<file path="src/rtl/mips_consts.svh">
`ifndef MIPS_CONSTS_SVH
`define MIPS_CONSTS_SVH

// primary opcodes
`define OP_SPECIAL 6'b000000
`define OP_REGIMM  6'b000001
`define OP_J       6'b000010
`define OP_JAL     6'b000011
`define OP_BEQ     6'b000100
`define OP_BNE     6'b000101
`define OP_ADDIU   6'b001001
`define OP_ORI     6'b001101
`define OP_LUI     6'b001111
`define OP_LW      6'b100011
`define OP_SW      6'b101011

// funct codes under OP_SPECIAL
`define FN_SLL  6'b000000
`define FN_JR   6'b001000
`define FN_ADDU 6'b100001
`define FN_SUBU 6'b100011
`define FN_AND  6'b100100
`define FN_OR   6'b100101
`define FN_SLT  6'b101010

`define RT_BGEZAL 5'b10001  // rt field under OP_REGIMM

`define RESET_PC   32'h0000_0000
`define IMEM_WORDS 256
`define DMEM_WORDS 256

// ctrl_t field encodings
`define ALU_ADDU 4'd0
`define ALU_SUBU 4'd1
`define ALU_AND  4'd2
`define ALU_OR   4'd3
`define ALU_SLT  4'd4
`define ALU_SLL  4'd5
`define ALU_LUI  4'd6

`define SRCB_RT    2'd0
`define SRCB_IMM   2'd1
`define SRCB_SHAMT 2'd2

`define EXT_ZERO  2'd0
`define EXT_SIGN  2'd1
`define EXT_UPPER 2'd2

`define BR_NONE   2'd0
`define BR_BEQ    2'd1
`define BR_BNE    2'd2
`define BR_BGEZAL 2'd3

`define JMP_NONE  2'd0
`define JMP_INDEX 2'd1
`define JMP_REG   2'd2

`define DST_RT 2'd0
`define DST_RD 2'd1
`define DST_RA 2'd2

`define WB_ALU  2'd0
`define WB_MEM  2'd1
`define WB_LINK 2'd2

`endif
</file>
<file path="src/rtl/mips_pkg.sv">
`default_nettype none

package mipsPkg;

    typedef logic [31:0] word_t;
    typedef logic [4:0] regNum_t;

    typedef struct packed {
        logic  valid;
        word_t address;  // byte address
        word_t data;
    } imemLoad_t;

    typedef struct packed {
        logic [3:0] aluOp;
        logic [1:0] aluSrcB;
        logic [1:0] extOp;
        logic [1:0] branch;
        logic [1:0] jump;
        logic       memRead;
        logic       memWrite;
        logic       regWrite;
        logic [1:0] regDst;
        logic [1:0] regSrc;
    } ctrl_t;

    typedef struct packed {
        word_t pc;
        word_t instr;
    } fdStage_t;

    typedef struct packed {
        word_t pc;
        word_t instr;
        word_t rsData;
        word_t rtData;
        word_t imm;
        logic  linkTaken;
    } deStage_t;

    typedef struct packed {
        word_t pc;
        word_t instr;
        word_t rtData;
        word_t aluResult;
        logic  linkTaken;
    } emStage_t;

    typedef struct packed {
        word_t pc;
        word_t instr;
        word_t aluResult;
        word_t memData;
        logic  linkTaken;
    } mwStage_t;

    typedef struct packed {
        logic    valid;
        word_t   pc;
        regNum_t regNum;
        word_t   data;
    } retire_t;

    typedef struct packed {
        logic  valid;
        word_t address;
        word_t data;
    } store_t;

endpackage

`default_nettype wire

</file>
<file path="src/rtl/execute.sv">
`timescale 1ns/1ps
`default_nettype none
`include "mips_consts.svh"

module execute (
    input  wire clk,
    input  wire reset,
    input  wire mipsPkg::deStage_t de,
    output mipsPkg::emStage_t em
);
    mipsPkg::ctrl_t ctrl;
    mipsPkg::word_t opA;
    mipsPkg::word_t opB;
    mipsPkg::word_t result;

    controlUnit execCtrl (
        .instr(de.instr),
        .ctrl(ctrl)
    );

    assign opA = (ctrl.aluOp == `ALU_SLL) ? de.rtData : de.rsData;  // sll shifts rt

    always_comb begin
        case (ctrl.aluSrcB)
            `SRCB_IMM: opB = de.imm;
            `SRCB_SHAMT: opB = {27'd0, de.instr[10:6]};
            default: opB = de.rtData;
        endcase
    end

    always_comb begin
        case (ctrl.aluOp)
            `ALU_SUBU: result = opA - opB;
            `ALU_AND: result = opA & opB;
            `ALU_OR: result = opA | opB;
            `ALU_SLT: result = {31'd0, $signed(opA) < $signed(opB)};
            `ALU_SLL: result = opA << opB[4:0];
            `ALU_LUI: result = opB;  // already shifted by decode
            default: result = opA + opB;
        endcase
    end

    always_ff @(posedge clk) begin
        if (reset) begin
            em <= '0;
        end else begin
            em <= '{pc: de.pc, instr: de.instr, rtData: de.rtData,
                    aluResult: result, linkTaken: de.linkTaken};
        end
    end

endmodule

`default_nettype wire

</file>
<file path="src/rtl/controlUnit.sv">
`timescale 1ns/1ps
`default_nettype none
`include "mips_consts.svh"

module controlUnit (
    input  wire mipsPkg::word_t instr,
    output mipsPkg::ctrl_t ctrl
);
    logic [5:0] opcode;
    logic [5:0] funct;
    mipsPkg::regNum_t rt;

    assign opcode = instr[31:26];
    assign funct = instr[5:0];
    assign rt = instr[20:16];

    always_comb begin
        ctrl = '0;  // unknown encodings stay inert
        case (opcode)
            `OP_SPECIAL: begin
                case (funct)
                    `FN_SLL: begin
                        ctrl.aluOp = `ALU_SLL;
                        ctrl.aluSrcB = `SRCB_SHAMT;
                    end
                    `FN_ADDU: ctrl.aluOp = `ALU_ADDU;
                    `FN_SUBU: ctrl.aluOp = `ALU_SUBU;
                    `FN_AND: ctrl.aluOp = `ALU_AND;
                    `FN_OR: ctrl.aluOp = `ALU_OR;
                    `FN_SLT: ctrl.aluOp = `ALU_SLT;
                    `FN_JR: ctrl.jump = `JMP_REG;
                    default: ;
                endcase
                // every R-type here except jr writes rd
                if (funct inside {`FN_SLL, `FN_ADDU, `FN_SUBU, `FN_AND, `FN_OR, `FN_SLT}) begin
                    ctrl.regWrite = 1'b1;
                    ctrl.regDst = `DST_RD;
                end
            end
            `OP_REGIMM: begin
                if (rt == `RT_BGEZAL) begin
                    ctrl.branch = `BR_BGEZAL;
                    ctrl.regWrite = 1'b1;  // gated later by linkTaken
                    ctrl.regDst = `DST_RA;
                    ctrl.regSrc = `WB_LINK;
                end
            end
            `OP_J: ctrl.jump = `JMP_INDEX;
            `OP_JAL: begin
                ctrl.jump = `JMP_INDEX;
                ctrl.regWrite = 1'b1;
                ctrl.regDst = `DST_RA;
                ctrl.regSrc = `WB_LINK;
            end
            `OP_BEQ: ctrl.branch = `BR_BEQ;
            `OP_BNE: ctrl.branch = `BR_BNE;
            `OP_ADDIU, `OP_ORI, `OP_LUI, `OP_LW: begin
                ctrl.aluSrcB = `SRCB_IMM;
                ctrl.regWrite = 1'b1;
                ctrl.aluOp = (opcode == `OP_ORI) ? `ALU_OR
                           : (opcode == `OP_LUI) ? `ALU_LUI : `ALU_ADDU;
                ctrl.extOp = (opcode == `OP_ORI) ? `EXT_ZERO
                           : (opcode == `OP_LUI) ? `EXT_UPPER : `EXT_SIGN;
                if (opcode == `OP_LW) begin
                    ctrl.memRead = 1'b1;
                    ctrl.regSrc = `WB_MEM;
                end
            end
            `OP_SW: begin
                ctrl.aluSrcB = `SRCB_IMM;
                ctrl.extOp = `EXT_SIGN;
                ctrl.memWrite = 1'b1;
            end
            default: ;
        endcase
    end

endmodule

`default_nettype wire

</file>
<file path="config.mk">
export PLATFORM = sky130hd
export DESIGN_NAME = execute
export DESIGN_NICKNAME = d
export VERILOG_FILES = /design/src/rtl/mips_pkg.sv /design/src/rtl/execute.sv /design/src/rtl/controlUnit.sv
export VERILOG_INCLUDE_DIRS = /design/src /design/src/rtl
export SDC_FILE = /design/constraint.sdc
export NUM_CORES = 1
export LEC_CHECK = 0
export ABC_AREA = 1
export BUFFER_PORTS_ARGS = -buffer_cell sky130_fd_sc_hd__buf_4
export CAP_MARGIN = 25
export CELL_PAD_IN_SITES_DETAIL_PLACEMENT = 2
export CELL_PAD_IN_SITES_GLOBAL_PLACEMENT = 2
export CORE_UTILIZATION = 30
export CTS_CLUSTER_DIAMETER = 30
export DETAILED_ROUTE_END_ITERATION = 6
export GPL_ROUTABILITY_DRIVEN = 0
export PLACE_DENSITY = 0.95
export SLEW_MARGIN = 40
export SYNTH_ARGS = -nofsm -noshare
export SYNTH_HDL_FRONTEND = slang
export SYNTH_HIERARCHICAL = 1
export SYNTH_SLANG_ARGS = --single-unit
</file>
<file path="constraint.sdc">
create_clock -name clk -period 11.22 [get_ports clk]
set_clock_uncertainty 0.05 [all_clocks]
set_input_delay 1.122 -clock clk [delete_from_list [all_inputs] [get_ports clk]]
set_output_delay 1.122 -clock clk [all_outputs]
set_load 0.01 [all_outputs]
</file>
* Yosys cells after proc, flatten, opt, wreduce, memory -nomap -nowiden
Index checks and enable logic that the tools add are counted.
** Storage, ports and cells
- Register bits :: 129
- Input bits :: 163
- Word-level logic and storage cells :: 41
** Cells by class
- Add/subtract/negate cells :: 2
- $lt $le $gt $ge :: 1
- Equal/unequal tests :: 17
- Shift operators :: 1
- Muxes and demuxes :: 9
- Bitwise operators :: 2
- Reductions and logical operators :: 4
** Operators with widths (count)
- case mux 32 bit (6 select lines) :: 1
- case mux 32 bit (2 select lines) :: 1
- == test 6 bit (second input constant) :: 6
- adder 32 bit :: 1
- bitwise AND 32 bit :: 1
- less-than comparator 32 bit :: 1
- two-way mux 32 bit :: 1
- bitwise OR 32 bit :: 1
- left shift 32 x 5 -> 32 bit :: 1
- subtractor 32 bit :: 1
- == test 6 x 4 -> 1 bit (second input constant) :: 3
- case mux 3 bit (5 select lines) :: 1
- == test 4 x 3 -> 1 bit (second input constant) :: 3
- zero test 6 bit :: 2
- == test 4 x 2 -> 1 bit (second input constant) :: 2
- case mux 4 bit (2 select lines) :: 1
- OR reduction 5 bit :: 1
- == test 4 x 1 -> 1 bit (second input constant) :: 1
- two-way mux 4 bit :: 1
- case mux 2 bit (2 select lines) :: 1
- OR reduction 4 bit :: 1
- two-way mux 3 bit :: 1
- == test 2 x 1 -> 1 bit (second input constant) :: 1
- == test 2 bit (second input constant) :: 1
- two-way mux 2 bit :: 1

* Depth between registers and ports, before layout
- Depth after elaboration :: 8
- Mapped depth :: 31
- Depth with buffers taken out :: 28

* Modules after synthesis
The synthesis kept the hierarchy.
** Modules (own cells, without submodules)
- execute :: instances 1, cells each 2009, area an instance 11828.8 um2, seq. area each 2582.5 um2
- controlUnit :: instances 1, cells each 88, area an instance 411.6 um2, seq. area each 0.0 um2

* Worst setup path before layout
Ideal clock, no wire load.
- Kind :: input port to flip-flop
- Start :: in de[126] (netlist name)
- End :: reg em[30] (netlist name)
- Setup time :: 0.110 ns
- Data arrival time :: 4.610 ns
- Required time :: 11.060 ns
- Slack :: 6.450 ns
- Stages on the path :: 28
- Path buffers :: 4
- Cell sequence :: nor2_2 -> nand3_1 -> nand4_1 -> inv_1 -> ha_1 -> buf_2 -> inv_2 -> nand2_1 -> inv_2 -> buf_2 -> buf_1 -> a22oi_1 -> inv_1 -> ha_1 -> clkbuf_1 -> nand2_1 -> nor2_1 -> inv_1 -> nor2_1 -> a21oi_1 -> o21ai_0 -> nand2_1 -> nand2_1 -> nand2_1 -> nand3_1 -> nand3_1 -> nand2_1 -> inv_1
** RTL lines
- start: declaration :: line execute.sv:8 : input wire mipsPkg::deStage_t de,
- end signal: assignment :: line execute.sv:47 : em <= '{pc: de.pc, instr: de.instr, rtData: de.rtData,
- end: declaration :: line execute.sv:9 : output mipsPkg::emStage_t em

==> flow_metrics.env <==
export IMPL_status="finished clean"
export IMPL_grt_max_degree=99
export IMPL_finalNetCount=2560
export IMPL_wl_um=87020
export IMPL_place_ws_ns=4.378
export IMPL_grt_first_pass_wirelength_um=127800
export IMPL_cts_resized=0
export IMPL_required_ns=11.55
export IMPL_grt_setup_unrepaired="no"
export IMPL_syn2layout_area_growth_pct=26.41
export IMPL_via_per_inst=6.079
export IMPL_grt_pass1_vias=19189
export IMPL_portBuffers=291
export IMPL_path_clk_slew_ns=0.08
export IMPL_die_area_um2=41100
export IMPL_initial_core_util_pct=30.43
export IMPL_cts_max_level=4
export IMPL_multi_input_area_um2=7786
export IMPL_design_power_total_mw=1.848
export IMPL_fmax_ghz=0.1445
export IMPL_root_buffer="clkbuf_16"
export IMPL_cts_buffer_depth=2
export IMPL_crit_path_end_kind="flop"
export IMPL_tightest_slew_ns=0.9712
export IMPL_synthesis_nets=2325
export IMPL_netlist_instances=2063
export IMPL_power_density_nw_per_um2=120.9
export IMPL_cts_hold_buf=0
export IMPL_hold_path_class="primary input to flop"
export IMPL_dp_hpwl_um=62040
export IMPL_fillers=4899
export IMPL_fin_ws_ns=4.298
export IMPL_maxSlewHeadroom_pct=34.66
export IMPL_largest_reg_flops=129
export IMPL_max_cap_violations=0
export IMPL_grt_remaining_overflow=0
export IMPL_cp_start_kind="primary input"
export IMPL_die_h_um=202.7
export IMPL_ir_drop_v=0.00009990
export IMPL_cts_buffers=17
export IMPL_seq_area_um2=2582
export IMPL_finalNonFillerCells=2841
export IMPL_final_hold_viol_count=0
export IMPL_drtPass1Iterations=5
export IMPL_rows=73
export IMPL_ant_nets=0
export IMPL_fp_dieW_um=202.7
export IMPL_top_register="em"
export IMPL_tns_ns=0
export IMPL_cp_max_fo=34
export IMPL_syn_area_um2=12090
export IMPL_drive_gt1_share_pct=17.70
export IMPL_drc=0
export IMPL_power_leakage_nw=8.250
export IMPL_coreArea_um2=39730
export IMPL_postPlaceCellArea_um2=14690
export IMPL_cts_setup_buffers=0
export IMPL_ioPinCount=292
export IMPL_reg_top3="em x129"
export IMPL_synth_area_per_cell_um2=5.860
export IMPL_dp_cells=2803
export IMPL_fin_crit_ns=6.922
export IMPL_stdcell_area_um2=15280
export IMPL_slew_viol_final=0
export IMPL_num_vias=17270
export IMPL_finalCritPeriodShare_pct=61.69
export IMPL_ys_warn_count=6
export IMPL_cts_num_sinks=129
export IMPL_wl_per_cell_um=30.63
export IMPL_grtUsageTotal_pct=42.11
export IMPL_finalSetupViolations=0
export IMPL_cts_tree="built"
export IMPL_antenna_found_initial=5
export IMPL_dr_first_iter_drc_count=1515
export IMPL_arrival_ns=7.26
export IMPL_crit_type="primary input to flop"
==> worst paths after layout <==
check	startpoint	endpoint	slack [ns]	cells past startpoint
setup / recovery	de[128]	em[25]	4.30	23
hold / removal	de[131]	em[99]	0.79	3
==> cells in the final DEF (no fill, tap or decap), types with 3 or more instances in the layout <==
cell / n
a22oi_1: 27
dfxtp_1: 129
nor3_1: 15
o2111ai_1: 4
nand3_2: 3
o21ai_0: 86
nor2_1: 251
o21ai_2: 8
or2_2: 3
nand2_2: 14
inv_6: 5
a21oi_1: 127
inv_2: 23
nand2_1: 419
inv_8: 5
diode_2: 5
xor2_1: 9
ha_1: 97
o211ai_1: 6
nor4_1: 7
nor2_2: 4
a31oi_1: 8
nand4_1: 18
a221oi_1: 11
buf_4: 306
o21bai_1: 5
inv_1: 338
o21ai_1: 13
o21a_1: 3
a21o_1: 9
clkbuf_16: 17
nand3_1: 285
o22ai_1: 16
==> worst max-delay path, cell delays in order <==
cell	delay [ns]
buf_4	0.12
nor2_1	0.21
nand3_1	0.18
nand4_1	0.22
inv_1	0.08
ha_2	0.89
inv_2	0.21
nand2_1	0.19
inv_2	0.30
a22oi_1	0.74
inv_1	0.21
ha_1	0.55
nand2_1	0.24
nor4_1	0.84
nand3b_1	0.21
nand3_1	0.26
nand2_1	0.11
nand2_1	0.09
a21oi_1	0.06
o21ai_0	0.11
nand3_1	0.13
nand2_1	0.09
inv_1	0.04
==> power by group <==
| group | switching, mW | internal, mW |
|---|---|---|
| clock network | 0.297 | 0.293 |
| registers | 0.0194 | 0.493 |
| logic | 0.517 | 0.228 |
==> metal layers <==
| metal | routed length, um | up-vias | global-route usage (%) |
|---|---|---|---|
| met5 | 0 | - | 0.3571 |
| met4 | 9723 | 0 | 41.89 |
| met3 | 6869 | 525 | 12.13 |
| met2 | 40490 | 1171 | 69.61 |
| met1 | 29930 | 8467 | 41.91 |
| li1 | - | 7107 | - |
==> layout make-up <==
type                       instances  area share (%)
multi-input combinational       1478           50.95
tap                              525           4.298
clock buffer                      17           2.784
timing repair buffer             308           15.14
sequential                       129           16.90
antenna                            5         0.08187
clock inverter                    15          0.9006
inverter                         364           8.949
==> metrics by stage <==
stage | hold slack [ns] | util [%]
4_1_cts | 0.7774 | 38.38
5_1_grt | 0.7911 | 38.46
2_1_floorplan | 1.179 | -
6_report | 0.7862 | 38.46
3_5_place_dp | 1.290 | 36.97
3_3_place_gp | 1.271 | 36.92
No activity file was read; power rests on OpenSTA's default activity.
