$ cat config.mk
export PLATFORM = sky130hd
export DESIGN_NAME = decode
export DESIGN_NICKNAME = d
export VERILOG_FILES = /design/src/rtl/mips_pkg.sv /design/src/rtl/decode.sv /design/src/rtl/controlUnit.sv
export VERILOG_INCLUDE_DIRS = /design/src /design/src/rtl
export SDC_FILE = /design/constraint.sdc
export NUM_CORES = 2
export LEC_CHECK = 0
export ABC_AREA = 0
export BUFFER_PORTS_ARGS = -buffer_cell sky130_fd_sc_hd__buf_4
export CORE_MARGIN = 2
export CORE_UTILIZATION = 61
export DETAILED_ROUTE_END_ITERATION = 8
export PLACE_DENSITY = 0.81
export SLEW_MARGIN = 0
export SYNTH_ARGS = -nofsm -noshare
export SYNTH_HDL_FRONTEND = slang
export SYNTH_HIERARCHICAL = 1
export SYNTH_SLANG_ARGS = --single-unit
$ cat constraint.sdc
create_clock -name clk -period 11.3 [get_ports clk]
set_input_delay 0.565 -clock clk [delete_from_list [all_inputs] [get_ports clk]]
set_output_delay 0.565 -clock clk [all_outputs]
set_load 0.05 [all_outputs]
$ cat src/rtl/mips_consts.svh
`ifndef MIPS_CONSTS_SVH
`define MIPS_CONSTS_SVH

// primary opcodes
`define OP_SPECIAL 6'b000000
`define OP_REGIMM  6'b000001
`define OP_J       6'b000010
`define OP_JAL     6'b000011
`define OP_BEQ     6'b000100
`define OP_BNE     6'b000101
`define OP_ADDIU   6'b001001
`define OP_ORI     6'b001101
`define OP_LUI     6'b001111
`define OP_LW      6'b100011
`define OP_SW      6'b101011

// funct codes under OP_SPECIAL
`define FN_SLL  6'b000000
`define FN_JR   6'b001000
`define FN_ADDU 6'b100001
`define FN_SUBU 6'b100011
`define FN_AND  6'b100100
`define FN_OR   6'b100101
`define FN_SLT  6'b101010

`define RT_BGEZAL 5'b10001  // rt field under OP_REGIMM

`define RESET_PC   32'h0000_0000
`define IMEM_WORDS 256
`define DMEM_WORDS 256

// ctrl_t field encodings
`define ALU_ADDU 4'd0
`define ALU_SUBU 4'd1
`define ALU_AND  4'd2
`define ALU_OR   4'd3
`define ALU_SLT  4'd4
`define ALU_SLL  4'd5
`define ALU_LUI  4'd6

`define SRCB_RT    2'd0
`define SRCB_IMM   2'd1
`define SRCB_SHAMT 2'd2

`define EXT_ZERO  2'd0
`define EXT_SIGN  2'd1
`define EXT_UPPER 2'd2

`define BR_NONE   2'd0
`define BR_BEQ    2'd1
`define BR_BNE    2'd2
`define BR_BGEZAL 2'd3

`define JMP_NONE  2'd0
`define JMP_INDEX 2'd1
`define JMP_REG   2'd2

`define DST_RT 2'd0
`define DST_RD 2'd1
`define DST_RA 2'd2

`define WB_ALU  2'd0
`define WB_MEM  2'd1
`define WB_LINK 2'd2

`endif
$ cat src/rtl/mips_pkg.sv
`default_nettype none

package mipsPkg;

    typedef logic [31:0] word_t;
    typedef logic [4:0] regNum_t;

    typedef struct packed {
        logic  valid;
        word_t address;  // byte address
        word_t data;
    } imemLoad_t;

    typedef struct packed {
        logic [3:0] aluOp;
        logic [1:0] aluSrcB;
        logic [1:0] extOp;
        logic [1:0] branch;
        logic [1:0] jump;
        logic       memRead;
        logic       memWrite;
        logic       regWrite;
        logic [1:0] regDst;
        logic [1:0] regSrc;
    } ctrl_t;

    typedef struct packed {
        word_t pc;
        word_t instr;
    } fdStage_t;

    typedef struct packed {
        word_t pc;
        word_t instr;
        word_t rsData;
        word_t rtData;
        word_t imm;
        logic  linkTaken;
    } deStage_t;

    typedef struct packed {
        word_t pc;
        word_t instr;
        word_t rtData;
        word_t aluResult;
        logic  linkTaken;
    } emStage_t;

    typedef struct packed {
        word_t pc;
        word_t instr;
        word_t aluResult;
        word_t memData;
        logic  linkTaken;
    } mwStage_t;

    typedef struct packed {
        logic    valid;
        word_t   pc;
        regNum_t regNum;
        word_t   data;
    } retire_t;

    typedef struct packed {
        logic  valid;
        word_t address;
        word_t data;
    } store_t;

endpackage

`default_nettype wire

$ cat src/rtl/decode.sv
`timescale 1ns/1ps
`default_nettype none
`include "mips_consts.svh"

module decode (
    input  wire clk,
    input  wire reset,
    input  wire mipsPkg::fdStage_t fd,
    input  wire mipsPkg::mwStage_t mw,
    output mipsPkg::word_t nextPc,
    output mipsPkg::deStage_t de,
    output mipsPkg::retire_t retire
);
    mipsPkg::ctrl_t dCtrl;
    mipsPkg::ctrl_t wCtrl;
    mipsPkg::word_t regs [32];
    mipsPkg::regNum_t rs;
    mipsPkg::regNum_t rt;
    mipsPkg::word_t rsData;
    mipsPkg::word_t rtData;
    mipsPkg::word_t imm;
    mipsPkg::word_t pcPlus4;
    mipsPkg::word_t branchTarget;
    mipsPkg::word_t jumpTarget;
    logic taken;
    logic linkTaken;
    mipsPkg::regNum_t wbNum;
    mipsPkg::word_t wbData;
    logic wbEnable;

    controlUnit decodeCtrl (
        .instr(fd.instr),
        .ctrl(dCtrl)
    );

    controlUnit writebackCtrl (
        .instr(mw.instr),
        .ctrl(wCtrl)
    );

    // writeback side
    always_comb begin
        case (wCtrl.regDst)
            `DST_RD: wbNum = mw.instr[15:11];
            `DST_RA: wbNum = 5'd31;
            default: wbNum = mw.instr[20:16];
        endcase
        case (wCtrl.regSrc)
            `WB_MEM: wbData = mw.memData;
            `WB_LINK: wbData = mw.pc + 32'd8;
            default: wbData = mw.aluResult;
        endcase
    end

    // bgezal links only if its compare held back in decode
    assign wbEnable = wCtrl.regWrite && (wbNum != 5'd0)
                      && ((wCtrl.branch != `BR_BGEZAL) || mw.linkTaken);

    always_ff @(posedge clk) begin
        if (wbEnable) begin
            regs[wbNum] <= wbData;
        end
    end

    assign retire = '{valid: wbEnable, pc: mw.pc, regNum: wbNum, data: wbData};

    // register read, $0 hardwired, same-cycle write passes through
    assign rs = fd.instr[25:21];
    assign rt = fd.instr[20:16];
    assign rsData = (rs == 5'd0) ? '0 : (wbEnable && wbNum == rs) ? wbData : regs[rs];
    assign rtData = (rt == 5'd0) ? '0 : (wbEnable && wbNum == rt) ? wbData : regs[rt];

    always_comb begin
        case (dCtrl.extOp)
            `EXT_SIGN: imm = {{16{fd.instr[15]}}, fd.instr[15:0]};
            `EXT_UPPER: imm = {fd.instr[15:0], 16'h0000};
            default: imm = {16'h0000, fd.instr[15:0]};
        endcase
    end

    // branch compare and next pc
    assign linkTaken = (dCtrl.branch == `BR_BGEZAL) && !rsData[31];

    always_comb begin
        case (dCtrl.branch)
            `BR_BEQ: taken = (rsData == rtData);
            `BR_BNE: taken = (rsData != rtData);
            `BR_BGEZAL: taken = linkTaken;
            default: taken = 1'b0;
        endcase
    end

    assign pcPlus4 = fd.pc + 32'd4;
    assign branchTarget = pcPlus4 + {{14{fd.instr[15]}}, fd.instr[15:0], 2'b00};
    assign jumpTarget = {pcPlus4[31:28], fd.instr[25:0], 2'b00};

    always_comb begin
        if (dCtrl.jump == `JMP_INDEX) begin
            nextPc = jumpTarget;
        end else if (dCtrl.jump == `JMP_REG) begin
            nextPc = rsData;
        end else if (taken) begin
            nextPc = branchTarget;
        end else begin
            nextPc = pcPlus4 + 32'd4;  // fall through past the delay slot
        end
    end

    always_ff @(posedge clk) begin
        if (reset) begin
            de <= '0;
        end else begin
            de <= '{pc: fd.pc, instr: fd.instr, rsData: rsData, rtData: rtData,
                    imm: imm, linkTaken: linkTaken};
        end
    end

endmodule

`default_nettype wire

$ cat src/rtl/controlUnit.sv
`timescale 1ns/1ps
`default_nettype none
`include "mips_consts.svh"

module controlUnit (
    input  wire mipsPkg::word_t instr,
    output mipsPkg::ctrl_t ctrl
);
    logic [5:0] opcode;
    logic [5:0] funct;
    mipsPkg::regNum_t rt;

    assign opcode = instr[31:26];
    assign funct = instr[5:0];
    assign rt = instr[20:16];

    always_comb begin
        ctrl = '0;  // unknown encodings stay inert
        case (opcode)
            `OP_SPECIAL: begin
                case (funct)
                    `FN_SLL: begin
                        ctrl.aluOp = `ALU_SLL;
                        ctrl.aluSrcB = `SRCB_SHAMT;
                    end
                    `FN_ADDU: ctrl.aluOp = `ALU_ADDU;
                    `FN_SUBU: ctrl.aluOp = `ALU_SUBU;
                    `FN_AND: ctrl.aluOp = `ALU_AND;
                    `FN_OR: ctrl.aluOp = `ALU_OR;
                    `FN_SLT: ctrl.aluOp = `ALU_SLT;
                    `FN_JR: ctrl.jump = `JMP_REG;
                    default: ;
                endcase
                // every R-type here except jr writes rd
                if (funct inside {`FN_SLL, `FN_ADDU, `FN_SUBU, `FN_AND, `FN_OR, `FN_SLT}) begin
                    ctrl.regWrite = 1'b1;
                    ctrl.regDst = `DST_RD;
                end
            end
            `OP_REGIMM: begin
                if (rt == `RT_BGEZAL) begin
                    ctrl.branch = `BR_BGEZAL;
                    ctrl.regWrite = 1'b1;  // gated later by linkTaken
                    ctrl.regDst = `DST_RA;
                    ctrl.regSrc = `WB_LINK;
                end
            end
            `OP_J: ctrl.jump = `JMP_INDEX;
            `OP_JAL: begin
                ctrl.jump = `JMP_INDEX;
                ctrl.regWrite = 1'b1;
                ctrl.regDst = `DST_RA;
                ctrl.regSrc = `WB_LINK;
            end
            `OP_BEQ: ctrl.branch = `BR_BEQ;
            `OP_BNE: ctrl.branch = `BR_BNE;
            `OP_ADDIU, `OP_ORI, `OP_LUI, `OP_LW: begin
                ctrl.aluSrcB = `SRCB_IMM;
                ctrl.regWrite = 1'b1;
                ctrl.aluOp = (opcode == `OP_ORI) ? `ALU_OR
                           : (opcode == `OP_LUI) ? `ALU_LUI : `ALU_ADDU;
                ctrl.extOp = (opcode == `OP_ORI) ? `EXT_ZERO
                           : (opcode == `OP_LUI) ? `EXT_UPPER : `EXT_SIGN;
                if (opcode == `OP_LW) begin
                    ctrl.memRead = 1'b1;
                    ctrl.regSrc = `WB_MEM;
                end
            end
            `OP_SW: begin
                ctrl.aluSrcB = `SRCB_IMM;
                ctrl.extOp = `EXT_SIGN;
                ctrl.memWrite = 1'b1;
            end
            default: ;
        endcase
    end

endmodule

`default_nettype wire

* Word-level counts from Yosys, hierarchy flattened
Memory sizes are Yosys's and may differ from the RTL's.
Index checks and enable logic that the tools add are counted.
** Operators by class
- Add/sub/neg operators :: 4
- Equal/unequal tests :: 42
- Multiplexer cells :: 28
- Reductions and logical operators :: 18
** Operators with widths (count)
- $mux W32 :: 7
- $pmux W32 S2 :: 2
- $add A32 B3 Y32 const B :: 2
- $eq A6 B6 Y1 const B :: 8
- $eq A6 B4 Y1 const B :: 7
- $add A32 B32 Y32 :: 1
- $add A32 B4 Y32 const B :: 1
- $eq A32 B32 Y1 :: 1
- $ne A32 B32 Y1 :: 1
- $eq A6 B3 Y1 const B :: 4
- $pmux W2 S3 :: 4
- $eq A6 B2 Y1 const B :: 3
- $logic_not A6 Y1 :: 3
- $eq A2 B2 Y1 const B :: 6
- $eq A6 B1 Y1 const B :: 2
- $eq A2 B1 Y1 const B :: 5
- $eq A5 B5 Y1 :: 2
- $eq A5 B5 Y1 const B :: 2
- $logic_not A5 Y1 :: 2
- $mux W2 :: 5
- $pmux W5 S2 :: 1
- $pmux W2 S2 :: 2
- $reduce_or A4 Y1 :: 2
- $pmux W1 S3 :: 2
- 11 further kinds :: 17
** Storage, ports and cells
- Register bits :: 161
- RAM bits :: 1024
- Logic and storage cells :: 99
- Memories :: 1
** Memory list
- regs :: words 32, width 32, read ports 2, clocked after memory_dff 0, write ports 1, RTL line decode.sv:16 : mipsPkg::word_t regs [32];

* Depth between registers and ports, before layout
- Word-level depth :: 18
- Depth in mapped cells :: 39
- Mapped depth without buffers :: 34

* Hierarchy
Netlist, hierarchy kept.
** By module, submodules not included
- decode :: instances 1, cells each 3711, area each 57440.1 µm², sequential area each 33972.6 µm²
- controlUnit :: instances 2, cells each 59, area each 399.1 µm², sequential area each 0.0 µm²

* Worst setup path after synthesis
OpenSTA, ideal clock, no wires.
- Path type :: input to output
- Start point :: input mw[84] (netlist name)
- End point :: output nextPc[30]
- Arrival time :: 9.938 ns
- Required time :: 10.735 ns
- Slack :: 0.797 ns
- Cell stages on the path :: 32
- Path buffers :: 3
- Cell sequence :: nor4bb_1 nand3b_1 o21ai_0 and3_1 ha_1 clkbuf_1 a22oi_1 o21ai_0 mux2i_1 nor2_1 xor2_1 nand4_1 nor4_2 o2111a_1 or2_4 clkbuf_1 and2_1 ha_1 clkbuf_1 a21o_1 a21o_1 a21o_1 a21o_1 a21o_1 a21o_1 a21o_1 a2111o_1 a31o_2 a21oi_1 xnor2_1 mux2i_1 a21oi_1
** RTL lines
- start, declared :: RTL line decode.sv:9 : input wire mipsPkg::mwStage_t mw,
- end, declared :: RTL line decode.sv:10 : output mipsPkg::word_t nextPc,

==> out/metrics.cfg <==
[detailed_routing]
drt_pre_antenna_iters = 9
drt_wl_total_mm = 202
vias = 41581
drc_errors = 0
vias_per_cell = 7.47
ant_nets = 0
wl_per_cell_um = 36.2
drt_iter0_markers = 7652

[sta]
slew_violations = 0
worst_slew_pin_slew_ns = 1.47
fin_hold_ws_ns = 0.106
setup_viol_count_final = 0
fin_skew_ns = 0.0448
post-route-period-util_pct = 97.8
setup_tns_ns = 0
fmax_ghz = 0.0905
finalHoldViolations = 0
rsz0062_at_grt = false
min_period_ns = 11.05
slew_headroom_pct = 2.08

[pwr]
p_per_area_nw_per_um2 = 150
leakage_uw = 0.0232
clkPwrFrac_pct = 37.5
peakVddDrop_mv = 0.164
p_switching_uw = 2620
sequentialPowerShare_pct = 48.6
p_comb_share_pct = 13.9
p_int_uw = 7360
total_power_uw = 9980
swShare_pct = 26.2

[placed_design]
postPlaceCellArea_sq_um = 63100
io_buffers = 447
hpwl_mm = 125
place_inst = 5355
place.gp.congestion = 0.973

[global_route]
antenna_found_initial = 9
grt_pass1_vias = 40516
grt_max_degree = 120
grt_pass1_wl_mm = 284
grt_usage_pct = 41.0
grt_overflow_total = 0

[floorplan]
core_area_sq_um = 93600
placementRows = 112
die_h_um = 312
start_util_pct = 61.8
die-area_sq_um = 97300
die_w_um = 312
io_pins = 458

[worst_hold_path]
holdCritPathClass = in -> reg

[cts]
clock_latency_ns = 0.73
clockBufferDepth = 3
clockRootBuffer = clkbuf_16
cts.clk_slew.worst_paths_ns = 0.06
cts_sinks = 1185
cts_tree = built
cts_buffers = 118
htreeDepth = 3

[yosys]
avgSynthCellArea_sq_um = 15.4
synth_area_sq_um = 57800
synth_cells = 3767
ys_warn_count = 6

[worst_setup_path]
crit_required_ns = 10.74
worst_ep_arrival_time_ns = 10.49
start_kind = input port
critPathSlowestCell = nor4_2
crit_top_cell = a31oi_1
max_stage_delay_ns = 0.67
crit_fanout = 22
crit_type = in -> out
cp-end-kind = primary output
r2r_slack_ns = 8.49

[flow_run]
maxCapViolCount = 0

[finish]
final_cells = 5569
drive_above_1_share_pct = 30.4
final_common_cell = edfxtp_1
num-nets-final = 4455
fin_area_sq_um = 66700
final_cell_mix = edfxtp_1 (1,024), buf_4 (583), mux4_2 (449), mux2i_1 (257), nand2_1 (190)
area_growth_syn_to_layout_pct = 15.3

[outcome]
status = complete, no violations

metal layers:
metal,GRT usage (%),share of wire [%]
met2,61.2,44
met4,29.1,8.9
met5,0,0.018
met3,14.5,16
met1,50.2,31
power groups by stage:
stage	Clock, uW	Sequential [uW]	Combinational (uW)
after detailed placement	0	4940	1330
after global placement	0	4940	1310
final	3740	4850	1380
after floorplan	0	5070	709
after CTS	3740	4850	1340
after global routing	3900	4850	1410
state kept, by name, summed over array words and instances, names as in the netlist:
register	flops
de	161
regs	1024
worst max-delay path: cells and delay by family:
kind | cells | cell delay, ns
compound gates | 15 | 4.03
buf+inv | 5 | 0.98
fa+ha+maj | 2 | 0.79
xor+xnor | 1 | 0.47
simple gates | 12 | 3.64
per-stage QoR:
| stage | setup slack [ns] | utilization, % |
|---|---|---|
| 6_report | 0.250 | 71.2 |
| 5_1_grt | 0.0783 | 71.2 |
| 3_5_place_dp | 0.495 | 67.4 |
| 3_3_place_gp | 0.632 | 67.4 |
| 2_1_floorplan | 0.797 | - |
| 4_1_cts | 0.389 | 71.2 |
cell type report:
class	instances	area (sq um)
Fill cell	5808	26900
Multi-Input combinational cell	2276	22800
Timing Repair Buffer	594	4580
Inverter	47	179
Antenna cell	5	12.5
Clock inverter	48	427
Tap cell	1254	1570
Clock buffer	160	3170
Sequential cell	1185	34000
path summary, 6_finish.rpt:
path	from	end	cells past startpoint
setup / recovery	mw[66]	nextPc[31]	35
hold / removal	fd[57]	de[154]	2
setup reg to reg	regs[15][10]	de[75]	6
hold reg to reg	regs[13][19]	de[52]	7
what timing repair did:
action / in CTS / in global routing
hold buffers: 0 / 0
setup endpoints to repair: 0 / 2
setup buffers: 0 / 1
resized for setup: 0 / 4
(Power assumes the default switching activity.)
